`src/common/cart_map_config.svh`:
```
// bus widths, save ram bank ranges and hirom save ram window for the cartridge map
`ifndef CART_MAP_CONFIG_SVH
`define CART_MAP_CONFIG_SVH

// cpu bus address, also the rom address width
`define CART_ADDR_W 24

// save ram address width
`define CART_BSRAM_W 20

// cpu data bus
`define CART_DATA_W 8

// rom read word, two bytes
`define CART_ROM_Q_W 16

// lorom save ram banks 70-7d, lower half only
`define CART_LO_SRAM_FIRST 8'h70
`define CART_LO_SRAM_LAST 8'h7D

// hirom save ram sits at 6000-7fff, address bits 15:13
`define CART_HI_SRAM_PAGE 3'b011

`endif
```
`src/common/cart_map_pkg.sv`:
```
// cartridge map types: bus address union, map config, bus and memory request structs
`include "cart_map_config.svh"

package cart_map_pkg;

	// lorom splits the bank into 32 KiB halves
	typedef struct packed {
		logic [7:0]  bank;
		logic        a15;
		logic [14:0] offset;
	} lorom_view_t;

	// hirom uses the whole 64 KiB bank
	typedef struct packed {
		logic [7:0]  bank;
		logic [15:0] offset;
	} hirom_view_t;

	// one bus address, read either way depending on the map mode
	typedef union packed {
		lorom_view_t lorom;
		hirom_view_t hirom;
	} cpu_addr_u;

	typedef enum logic {
		MAP_LOROM,
		MAP_HIROM
	} map_mode_e;

	// static cartridge setup, held after reset
	typedef struct packed {
		map_mode_e                mode;
		logic [`CART_ADDR_W-1:0]  rom_mask;
		logic [`CART_BSRAM_W-1:0] bsram_mask;
	} map_cfg_t;

	// one captured bus cycle, strobes active high
	typedef struct packed {
		logic                    valid;
		cpu_addr_u               addr;
		logic                    rd;
		logic                    wr;
		logic                    romsel;
		logic                    ramsel;
		logic [`CART_DATA_W-1:0] wdata;
	} bus_req_t;

	typedef enum logic [1:0] {
		TGT_NONE,
		TGT_ROM,
		TGT_BSRAM
	} mem_target_e;

	// decoded access with masked physical addresses
	typedef struct packed {
		logic                     valid;
		mem_target_e              target;
		logic                     rd;
		logic                     wr;
		logic [`CART_ADDR_W-1:0]  rom_addr;
		logic [`CART_BSRAM_W-1:0] bsram_addr;
		logic [`CART_DATA_W-1:0]  wdata;
	} mem_req_t;

endpackage

```
`src/rtl/cart_map_top.sv`:
```
// cartridge map top level: bus capture, map decode and memory port instances
`include "cart_map_config.svh"

module cart_map_top (
	input  logic                      mclk,
	input  logic                      rst,
	input  logic                      sysclkf_ce,
	input  logic [`CART_ADDR_W-1:0]   cpu_addr,
	input  logic                      cpu_rd_n,
	input  logic                      cpu_wr_n,
	input  logic                      romsel_n,
	input  logic                      ramsel_n,
	input  logic [`CART_DATA_W-1:0]   cpu_di,
	input  cart_map_pkg::map_cfg_t    map_cfg,
	output logic [`CART_ADDR_W-1:0]   rom_addr,
	input  logic [`CART_ROM_Q_W-1:0]  rom_q,
	output logic                      rom_ce_n,
	output logic                      rom_oe_n,
	output logic [`CART_BSRAM_W-1:0]  bsram_addr,
	output logic [`CART_DATA_W-1:0]   bsram_d,
	input  logic [`CART_DATA_W-1:0]   bsram_q,
	output logic                      bsram_ce_n,
	output logic                      bsram_oe_n,
	output logic                      bsram_we_n,
	output logic [`CART_DATA_W-1:0]   cpu_do
);

	cart_map_pkg::bus_req_t bus_req;
	cart_map_pkg::mem_req_t mem_req;

	cpu_bus_capture u_capture (
		.mclk       (mclk),
		.rst        (rst),
		.sysclkf_ce (sysclkf_ce),
		.cpu_addr   (cpu_addr),
		.cpu_rd_n   (cpu_rd_n),
		.cpu_wr_n   (cpu_wr_n),
		.romsel_n   (romsel_n),
		.ramsel_n   (ramsel_n),
		.cpu_di     (cpu_di),
		.req        (bus_req)
	);

	map_decode u_decode (
		.mclk (mclk),
		.rst  (rst),
		.cfg  (map_cfg),
		.req  (bus_req),
		.mreq (mem_req)
	);

	cart_mem_port u_port (
		.mclk       (mclk),
		.rst        (rst),
		.mreq       (mem_req),
		.rom_addr   (rom_addr),
		.rom_q      (rom_q),
		.rom_ce_n   (rom_ce_n),
		.rom_oe_n   (rom_oe_n),
		.bsram_addr (bsram_addr),
		.bsram_d    (bsram_d),
		.bsram_q    (bsram_q),
		.bsram_ce_n (bsram_ce_n),
		.bsram_oe_n (bsram_oe_n),
		.bsram_we_n (bsram_we_n),
		.cpu_do     (cpu_do)
	);

endmodule

```
`src/rtl/cart_mem_port.sv`:
```
// memory port: registered rom and save ram drive, byte select and read return to the cpu
`include "cart_map_config.svh"

module cart_mem_port (
	input  logic                      mclk,
	input  logic                      rst,
	input  cart_map_pkg::mem_req_t    mreq,
	output logic [`CART_ADDR_W-1:0]   rom_addr,
	input  logic [`CART_ROM_Q_W-1:0]  rom_q,
	output logic                      rom_ce_n,
	output logic                      rom_oe_n,
	output logic [`CART_BSRAM_W-1:0]  bsram_addr,
	output logic [`CART_DATA_W-1:0]   bsram_d,
	input  logic [`CART_DATA_W-1:0]   bsram_q,
	output logic                      bsram_ce_n,
	output logic                      bsram_oe_n,
	output logic                      bsram_we_n,
	output logic [`CART_DATA_W-1:0]   cpu_do
);

	logic                    rom_acc;
	logic                    bsram_acc;
	logic [`CART_DATA_W-1:0] rom_byte;

	assign rom_acc   = mreq.valid && (mreq.target == cart_map_pkg::TGT_ROM);
	assign bsram_acc = mreq.valid && (mreq.target == cart_map_pkg::TGT_BSRAM);

	// strobes last one clock per request
	always_ff @(posedge mclk) begin
		if (rst) begin
			rom_ce_n   <= 1'b1;
			rom_oe_n   <= 1'b1;
			bsram_ce_n <= 1'b1;
			bsram_oe_n <= 1'b1;
			bsram_we_n <= 1'b1;
		end else begin
			rom_ce_n   <= ~rom_acc;
			rom_oe_n   <= ~(rom_acc & mreq.rd);
			bsram_ce_n <= ~bsram_acc;
			bsram_oe_n <= ~(bsram_acc & mreq.rd);
			bsram_we_n <= ~(bsram_acc & mreq.wr);
		end
	end

	// addresses and write data follow each request
	always_ff @(posedge mclk) begin
		if (mreq.valid) begin
			rom_addr   <= mreq.rom_addr;
			bsram_addr <= mreq.bsram_addr;
			bsram_d    <= mreq.wdata;
		end
	end

	// odd address takes the upper byte of the rom word
	assign rom_byte = rom_addr[0] ? rom_q[15:8] : rom_q[7:0];

	// memories answer combinationally while the strobes are low;
	// no hit keeps the last byte (open bus)
	always_ff @(posedge mclk) begin
		if (rst) begin
			cpu_do <= '0;
		end else if (!rom_oe_n) begin
			cpu_do <= rom_byte;
		end else if (!bsram_oe_n) begin
			cpu_do <= bsram_q;
		end
	end

endmodule

```
`src/map_decode/map_decode.sv`:
```
// map decode with lorom and hirom address decode and rom and save ram masks
`include "cart_map_config.svh"

module map_decode (
	input  logic                   mclk,
	input  logic                   rst,
	input  cart_map_pkg::map_cfg_t cfg,
	input  cart_map_pkg::bus_req_t req,
	output cart_map_pkg::mem_req_t mreq
);

	cart_map_pkg::cpu_addr_u   addr;
	logic                      has_bsram;

	logic                      lo_bsram_hit;
	logic [`CART_BSRAM_W-1:0]  lo_bsram_addr;
	logic [`CART_ADDR_W-1:0]   lo_rom_addr;

	logic                      hi_bsram_hit;
	logic [`CART_BSRAM_W-1:0]  hi_bsram_addr;
	logic [`CART_ADDR_W-1:0]   hi_rom_addr;

	logic                      bsram_hit;
	cart_map_pkg::mem_target_e target;
	logic [`CART_ADDR_W-1:0]   rom_addr;
	logic [`CART_BSRAM_W-1:0]  bsram_addr;

	cart_map_pkg::mem_req_t    data_q;

	assign addr = req.addr;

	// zero mask means no save ram fitted
	assign has_bsram = |cfg.bsram_mask;

	// lorom banks 70-7d carry the save ram in their lower 32K
	assign lo_bsram_hit = req.romsel
		&& (addr.lorom.bank >= `CART_LO_SRAM_FIRST)
		&& (addr.lorom.bank <= `CART_LO_SRAM_LAST)
		&& !addr.lorom.a15
		&& has_bsram;

	assign lo_bsram_addr = {1'b0, addr.lorom.bank[3:0], addr.lorom.offset} & cfg.bsram_mask;

	// 32K windows stacked by bank with a15 dropped
	assign lo_rom_addr = {2'b00, addr.lorom.bank[6:0], addr.lorom.offset} & cfg.rom_mask;

	// hirom save ram at 6000-7fff of banks 20-3f and a0-bf
	assign hi_bsram_hit = !req.romsel
		&& !addr.hirom.bank[6]
		&& addr.hirom.bank[5]
		&& (addr.hirom.offset[15:13] == `CART_HI_SRAM_PAGE)
		&& has_bsram;

	// 8K per bank
	assign hi_bsram_addr = {2'b00, addr.hirom.bank[4:0], addr.hirom.offset[12:0]}
		& cfg.bsram_mask;

	assign hi_rom_addr = {2'b00, addr.hirom.bank[5:0], addr.hirom.offset} & cfg.rom_mask;

	always_comb begin
		if (cfg.mode == cart_map_pkg::MAP_HIROM) begin
			bsram_hit  = hi_bsram_hit;
			rom_addr   = hi_rom_addr;
			bsram_addr = hi_bsram_addr;
		end else begin
			bsram_hit  = lo_bsram_hit;
			rom_addr   = lo_rom_addr;
			bsram_addr = lo_bsram_addr;
		end
	end

	// rom is read only so a rom write goes nowhere
	always_comb begin
		if (bsram_hit) begin
			target = cart_map_pkg::TGT_BSRAM;
		end else if (req.romsel && !req.wr) begin
			target = cart_map_pkg::TGT_ROM;
		end else begin
			target = cart_map_pkg::TGT_NONE;
		end
	end

	always_ff @(posedge mclk) begin
		if (rst) begin
			data_q.valid <= 1'b0;
		end else begin
			data_q.valid <= req.valid;
		end
		data_q.target     <= target;
		data_q.rd         <= req.rd;
		data_q.wr         <= req.wr;
		data_q.rom_addr   <= rom_addr;
		data_q.bsram_addr <= bsram_addr;
		data_q.wdata      <= req.wdata;
	end

	assign mreq = data_q;

endmodule

```
`src/rtl/cpu_bus_capture.sv`:
```
// cpu bus capture that samples a qualified bus cycle into a bus request
`include "cart_map_config.svh"

module cpu_bus_capture (
	input  logic                     mclk,
	input  logic                     rst,
	input  logic                     sysclkf_ce,
	input  logic [`CART_ADDR_W-1:0]  cpu_addr,
	input  logic                     cpu_rd_n,
	input  logic                     cpu_wr_n,
	input  logic                     romsel_n,
	input  logic                     ramsel_n,
	input  logic [`CART_DATA_W-1:0]  cpu_di,
	output cart_map_pkg::bus_req_t   req
);

	logic                   bus_cycle;
	cart_map_pkg::bus_req_t data_q;

	// a bus cycle starts on the falling system clock with a strobe down
	assign bus_cycle = sysclkf_ce & (~cpu_rd_n | ~cpu_wr_n);

	// valid lasts one mclk per captured cycle
	always_ff @(posedge mclk) begin
		if (rst) begin
			data_q.valid <= 1'b0;
		end else begin
			data_q.valid <= bus_cycle;
		end
		if (bus_cycle) begin
			data_q.addr   <= cpu_addr;
			data_q.rd     <= ~cpu_rd_n;
			// both strobes low is treated as a read
			data_q.wr     <= ~cpu_wr_n & cpu_rd_n;
			data_q.romsel <= ~romsel_n;
			data_q.ramsel <= ~ramsel_n;
			data_q.wdata  <= cpu_di;
		end
	end

	assign req = data_q;

endmodule

```
`config.mk`:
```
export PLATFORM = sky130hd
export DESIGN_NAME = cart_map_top
export DESIGN_NICKNAME = d
export VERILOG_FILES = /design/src/common/cart_map_pkg.sv /design/src/rtl/cart_map_top.sv /design/src/rtl/cart_mem_port.sv /design/src/map_decode/map_decode.sv /design/src/rtl/cpu_bus_capture.sv
export VERILOG_INCLUDE_DIRS = /design/src /design/src/common
export SDC_FILE = /design/constraint.sdc
export NUM_CORES = 1
export LEC_CHECK = 0
export CAP_MARGIN = 20
export CORE_UTILIZATION = 55
export DETAILED_ROUTE_END_ITERATION = 6
export DONT_BUFFER_PORTS = 1
export PLACE_DENSITY = 0.73
export SLEW_MARGIN = 20
export SYNTH_ARGS = -nofsm -noshare
export SYNTH_HDL_FRONTEND = slang
export SYNTH_SLANG_ARGS = --single-unit
```
`constraint.sdc`:
```
create_clock -name mclk -period 3.7 [get_ports mclk]
set_clock_uncertainty 0.05 [all_clocks]
set_input_delay 0.37 -clock mclk [delete_from_list [all_inputs] [get_ports mclk]]
set_output_delay 0.37 -clock mclk [all_outputs]
set_load 0.05 [all_outputs]
```
==> metrics.txt, run 1 <==
status=finished, final reports clean; min Tclk post-route=1.91 ns; post-synthesis mux area share=under 10%; Max Freq=0.523 GHz; Worst setup EP type=primary output; DR iter-0 viols=73; Post-DP Area=4860 sq um; PwrDens=~610 nW/um^2; IO Count=173; Clock H-tree levels=4; Num CTS Buffers=17; maximum vdd drop=between 0.3 and 0.4 mV; Max-Cap Viols=0; Initial Util=57.3%; HPWL after DPL=approximately 5400 um; CP Launch Type=register; clock transition at the registers of the reported paths=0.06 ns; CTS tree=yes; vias per cell=roughly 5.2; Synth Register Bits=around 150; post-synthesis xor/xnor area fraction=0%; final core utilization=a little under 80%; Area Growth Syn to Fin=34.1%; IO buf count=0; Post-Synthesis Cells=between 200 and 300; largest net degree at the start of global routing=37; first-pass GRT wire length=around 14000 um; Hold Crit Class=input port to register; clk_lat worst skew=approximately 0.51 ns; Worst-Margin Slew=around 0.99 ns; Rel. slew slack=between 30% and 40%; unrepaired setup endpoints after global routing=no; Final Net Count=493; Cell Area, Synth=~4800 sq um; Power Total=approximately 3.9 mW; Final Cycle Share=51.7%; drt total wl=approximately 9400 um; placed cell count=382; # setup viols final=0; setup TNS=0 ns; Final Wtd Congestion=a little over 0.7; routed length per instance=approximately 19 um; Horiz. Die Dim=between 90 and 100 um; PnR worst setup slack=1.79 ns; antenna violations before repair=0; kind of critical path=register to primary output; Core Region=between 8000 and 9000 sq um; endpoints failing hold=0; CTS Root Cell=clkbuf_8; largest family of logic cells by synthesized area=simple AND/OR/NAND/NOR gates; Final Cell Area=around 6400 sq um; Mapped Avg Cell Area=16.8 sq um; DIE AREA=between 9000 and 10000 sq um; adder-cell share of the synthesized area=0%; post-synthesis compound-gate area fraction=under 10%; Max Slew Vio Count=0; share of cells above drive strength 1=under 10%; warnings from Yosys=0; simple-gate share of the synthesized area=under 10%; clock buffer depth=2; diode count=0; GRT Overall Usage=between 20% and 30%; post-detailed-route count of antenna-violating nets=0; Netlist cell types=30; Sink Count=152; Leak=about 2.4 nW; Pre-Repair DR Iteration Count=4; Die Height=95.0 um; Worst Path Max Fanout=17; worst endpoint required time=approximately 3.3 ns; DRC violations left=0; CP arrival=1.49 ns; GR Overflow Total=0; Seq/Total Area, Yosys=between 80% and 90%; Non-Filler Instances=503; vias in the first global route=2833; vias post-DR=roughly 2.6k; Place WS=between 2 and 2.5 ns; FP Rows=33; Hold Worst Slack=about 0.060 ns; post-CTS setup buffers=0
## routing by layer
layer / wire [um] / track usage (%)
met2: 4980 / 38.3
met4: 275 / 13.1
met3: 705 / 8.29
met1: 3450 / 22.8
met5: 0 / 0
## power breakdown
part	switching, mW	internal [mW]	total [mW]	leakage [nW]
clock	0.689	1.11	1.80	0.304
sequential	0.0487	1.88	1.92	1.41
combinational	0.0612	0.0955	0.157	0.735
## path summary, 6_finish.rpt
path                            cells past startpoint  slack (ns)                          from                             to
worst max-delay path                                0        1.79  u_port.rom_addr[0]$_DFFE_PP_                    rom_addr[0]
worst max register to register                      3        2.01  u_port.rom_addr[0]$_DFFE_PP_  u_port.cpu_do[5]$_SDFFE_PP0P_
worst min-delay path                                2        0.06                    bsram_q[6]  u_port.cpu_do[6]$_SDFFE_PP0P_
worst min register to register                      0        0.29   u_capture.req[11]$_DFFE_PP_      u_decode.mreq[53]$_DFF_P_
## cell usage after synthesis (all sizes together)
master	instances	area, sq um
inv	4	15.0
o31a	1	8.76
nor2	3	13.8
a21oi	1	5.00
nor2b	15	93.8
nand2b	8	57.6
mux2i	9	90.1
nand3	2	10.0
nand3b	2	15.0
a21boi	11	82.6
nand2	9	33.8
nand4	1	6.26
nand4b	1	8.76
dfxtp	68	1360
a211oi	16	120
nor4	5	31.3
buf	8	56.3
nor3	1	10.0
edfxtp	84	2520
clkbuf	2	8.75
conb	1	3.75
o41a	1	11.3
and2	29	181
and3b	1	8.76
## sequential cells by signal, summed over array words and instances, names as in the netlist
name,count
u_capture.req,36
u_decode.mreq,54
u_port.bsram_addr,19
u_port.bsram_ce_n,1
u_port.bsram_d,8
u_port.bsram_oe_n,1
u_port.bsram_we_n,1
u_port.cpu_do,8
u_port.rom_addr,22
u_port.rom_ce_n,1
u_port.rom_oe_n,1
## cell type report
type / count / area (sq um)
Fill cell: 474 / 1920
Sequential cell: 152 / 3880
Inverter: 4 / 15.0
Tap cell: 105 / 131
Clock inverter: 15 / 215
Multi-Input combinational cell: 119 / 811
Clock buffer: 17 / 414
Timing Repair Buffer: 91 / 906
## cells in the final DEF, fill, tap and decap left out, types with 3 or more instances in the layout
cell and instances:
a211oi_1 16, a21boi_0 9, and2_1 29, bufinv_16 4, clkbuf_16 16, conb_1 3
dfxtp_1 67, dlygate4sd3_1 89, edfxtp_1 84, inv_1 4, inv_6 4, mux2i_1 9
nand2_1 9, nand2b_1 7, nor2b_1 15, nor4_1 5
## what timing repair did
action | CTS | global route
gates resized for setup | 0 | 0
endpoints found under the hold margin | 88 | 0
hold buffers | 89 | 0
## cell families after synthesis
family                 after synthesis
AOI/OAI and AO/OA                   30
buffers and inverters               14
DFF                                152
muxes                                9
other                                1
and+or+nand+nor                     77
Note: power is estimated with default switching activity, not from simulation.
==> run 2, diff against run 1 <==
- ABC_AREA: default -> 1
- PLACE_DENSITY: 0.73 -> 0.7
- clock period: 3.7 -> 2 ns (I/O delays scaled with it)
==> run 2 against run 1 <==
Final area increased by 1.2%. Sequential power increased by 90%. Global-route usage increased by 2.4 points.
==> metrics.txt, run 2 <==
clock network fraction of total power=42.1% (was 46.4%); warnings from Yosys=0 (unchanged); Sink Count=152 (unchanged); min Tclk post-route=~1.9 ns; clock buffer depth=2 (unchanged); Non-Filler Instances=594 (was 503); GRT Overall Usage=24.6% (was 22.2%); Num CTS Buffers=17 (unchanged); Post-DP Area=4950 sq um (was 4860 sq um); kind of critical path=register to register (was register to primary output); worst endpoint required time=2.34 ns (was 3.28 ns); Worst Path Max Fanout=10 (was 17); # setup viols final=0 (unchanged); Initial Util=57.4% (was 57.3%); IO buf count=0 (unchanged); GR Overflow Total=0 (unchanged); Cell Area, Synth=4790 sq um (was 4760 sq um); most frequent cells in the layout=dlygate4sd3_1, edfxtp_1, nand2_1 (was dlygate4sd3_1, edfxtp_1, dfxtp_1); unrepaired setup endpoints after global routing=no (unchanged); Clock H-tree levels=4 (unchanged); Post-Synthesis Cells=360 (was 283); DIE AREA=9090 sq um (was 9020 sq um); Flop pwr share=53.2% (was 49.5%); Core Region=8340 sq um (was 8300 sq um); Die Height=95.3 um (was 95.0 um); ys flop type=edfxtp_1 (unchanged); Place WS=0.739 ns (was 2.03 ns); Seq/Total Area, Yosys=81.1% (was 81.7%); CTS Root Cell=clkbuf_8 (unchanged); IO Count=173 (unchanged); setup TNS=0 ns (unchanged); Rel. slew slack=63.3% (was 34.2%); Area Growth Syn to Fin=34.8% (was 34.1%); final core utilization=77.4% (was 76.8%); DRC violations left=0 (unchanged); antenna violations before repair=0 (unchanged); PwrDens=1060 nW/um^2 (was 609 nW/um^2); Final Cell Area=6460 sq um (was 6380 sq um); max FFs per register=54 (unchanged); share of cells above drive strength 1=8.79% (was 9.80%); clk_lat worst skew=0.50 ns (was 0.51 ns); FP Rows=33 (unchanged); routed length per instance=17.9 um (was 18.7 um); Sw Ratio=22.4% (was 20.6%); CP Launch Type=register (unchanged); Int Pwr=5.32 mW (was 3.08 mW); asr flop ratio synth=0% (unchanged); Hold Worst Slack=0.0206 ns (was 0.0603 ns); Synth Register Bits=152 (unchanged); diode count=0 (unchanged); Logic pwr share=4.7% (was 4.0%); maximum vdd drop=0.825 mV (was 0.380 mV); Worst setup EP type=register (was primary output); largest net degree at the start of global routing=30 (was 37); Max Freq=between 0.5 and 0.6 GHz; vias in the first global route=3197 (was 2833); PnR worst setup slack=0.116 ns (was 1.79 ns); CTS tree=yes (unchanged); Synth top cells by count=edfxtp_1, nand2_1, dfxtp_1, inv_1, nor2_1 (was edfxtp_1, dfxtp_1, and2_1, a211oi_1, nor2b_1); Pre-Repair DR Iteration Count=4 (unchanged); Final Cycle Share=between 90% and 100%; post-synth top area share=52.7% (was 53.0%); CP arrival=2.22 ns (was 1.49 ns); first-pass GRT wire length=15700 um (was 14000 um); Seq. cell area=3880 sq um (unchanged); Final Net Count=584 (was 493); EDFF count, synth=84 (unchanged); DR iter-0 viols=137 (was 73); drt total wl=10600 um (was 9420 um); count leader, synth=edfxtp_1 (unchanged); post-detailed-route count of antenna-violating nets=0 (unchanged); PostCTS Resize Cnt=0 (unchanged); Max-Cap Viols=0 (unchanged); HPWL after DPL=5720 um (was 5410 um); Leak=2.66 nW (was 2.44 nW); Worst-Margin Slew=0.549 ns (was 0.986 ns); Mapped Avg Cell Area=13.3 sq um (was 16.8 sq um); cell taking the most area after synthesis=edfxtp_1 (unchanged); clock transition at the registers of the reported paths=0.07 ns (was 0.06 ns); Max Slew Vio Count=0 (unchanged); footprint of the multi-input gates=698 sq um (was 811 sq um); fill count=466 (was 474); Horiz. Die Dim=95.3 um (was 95.0 um); Power Total=6.86 mW (was 3.88 mW); Final Wtd Congestion=0.823 (was 0.719); Hold Crit Class=input port to register (unchanged); Netlist cell types=21 (was 30); Area contributors post-synth=edfxtp_1, dfxtp_1, nand2_1, inv_1, nor2_1 (was edfxtp_1, dfxtp_1, and2_1, a211oi_1, nor2b_1); status=finished, final reports clean (unchanged); vias per cell=5.07 (was 5.23); most common cell after layout, fill and taps aside=dlygate4sd3_1 (unchanged); endpoints failing hold=0 (unchanged); NetSw=1.54 mW (was 799 uW); placed cell count=466 (was 382); vias post-DR=3010 (was 2629)
[run 2: layer usage]
metal  up-vias  global-route usage, %  part of all wire [%]
met5         -                      0                     0
met4         0                   12.0                   3.5
met3        36                   8.05                   7.5
met2       173                   44.2                    54
met1      1400                   25.7                    35
li1       1401                      -                     -
[run 2: power groups by stage]
stage | Clock [mW] | Sequential, mW | Combinational, mW
after global routing | 3.09 | 3.66 | 0.348
after detailed placement | 0 | 3.71 | 0.154
after floorplan | 0 | 3.70 | 0.113
final | 2.89 | 3.65 | 0.321
after CTS | 2.91 | 3.64 | 0.305
after global placement | 0 | 3.70 | 0.148
[run 2: logic make-up after synthesis]
family                 Yosys count  share of synthesized area, %
other                            1                        0.0783
AND/OR/NAND/NOR                122                          10.2
AO/OA/AOI/OAI                   31                          3.87
buffers and inverters           54                          4.73
flip-flops                     152                          81.1
[run 2: path summary, 6_finish.rpt]
kind	startpoint	endpoint	slack, ns	depth (start not counted)
worst max register to register	u_port.rom_addr[0]$_DFFE_PP_	u_port.cpu_do[0]$_SDFFE_PP0P_	0.12	5
worst min register to register	u_capture.req[11]$_DFFE_PP_	u_decode.mreq[53]$_DFF_P_	0.29	0
worst min-delay path	map_cfg[2]	u_decode.mreq[54]$_SDFF_PP0_	0.02	5
worst max-delay path	u_port.rom_addr[0]$_DFFE_PP_	u_port.cpu_do[0]$_SDFFE_PP0P_	0.12	5
[run 2: cell type report]
cell class | count | share of cell area, %
Clock buffer | 19 | 6.53
Tap cell | 105 | 2.03
Multi-Input combinational cell | 156 | 10.8
Sequential cell | 152 | 60.2
Inverter | 47 | 2.75
Clock inverter | 13 | 1.92
Timing Repair Buffer | 102 | 15.8
[run 2: repair_timing]
action	4_1_cts	5_1_grt
buffers inserted	0	0
endpoints found under the hold margin	102	0
hold buffers	96	0
[run 2: critical path: stages, from the launching register on]
cell and delay (ns):
edfxtp_1 0.34, buf_4 0.25, inv_1 0.18, o21ai_0 0.27, a31oi_1 0.11, dlygate4sd3_1 0.57
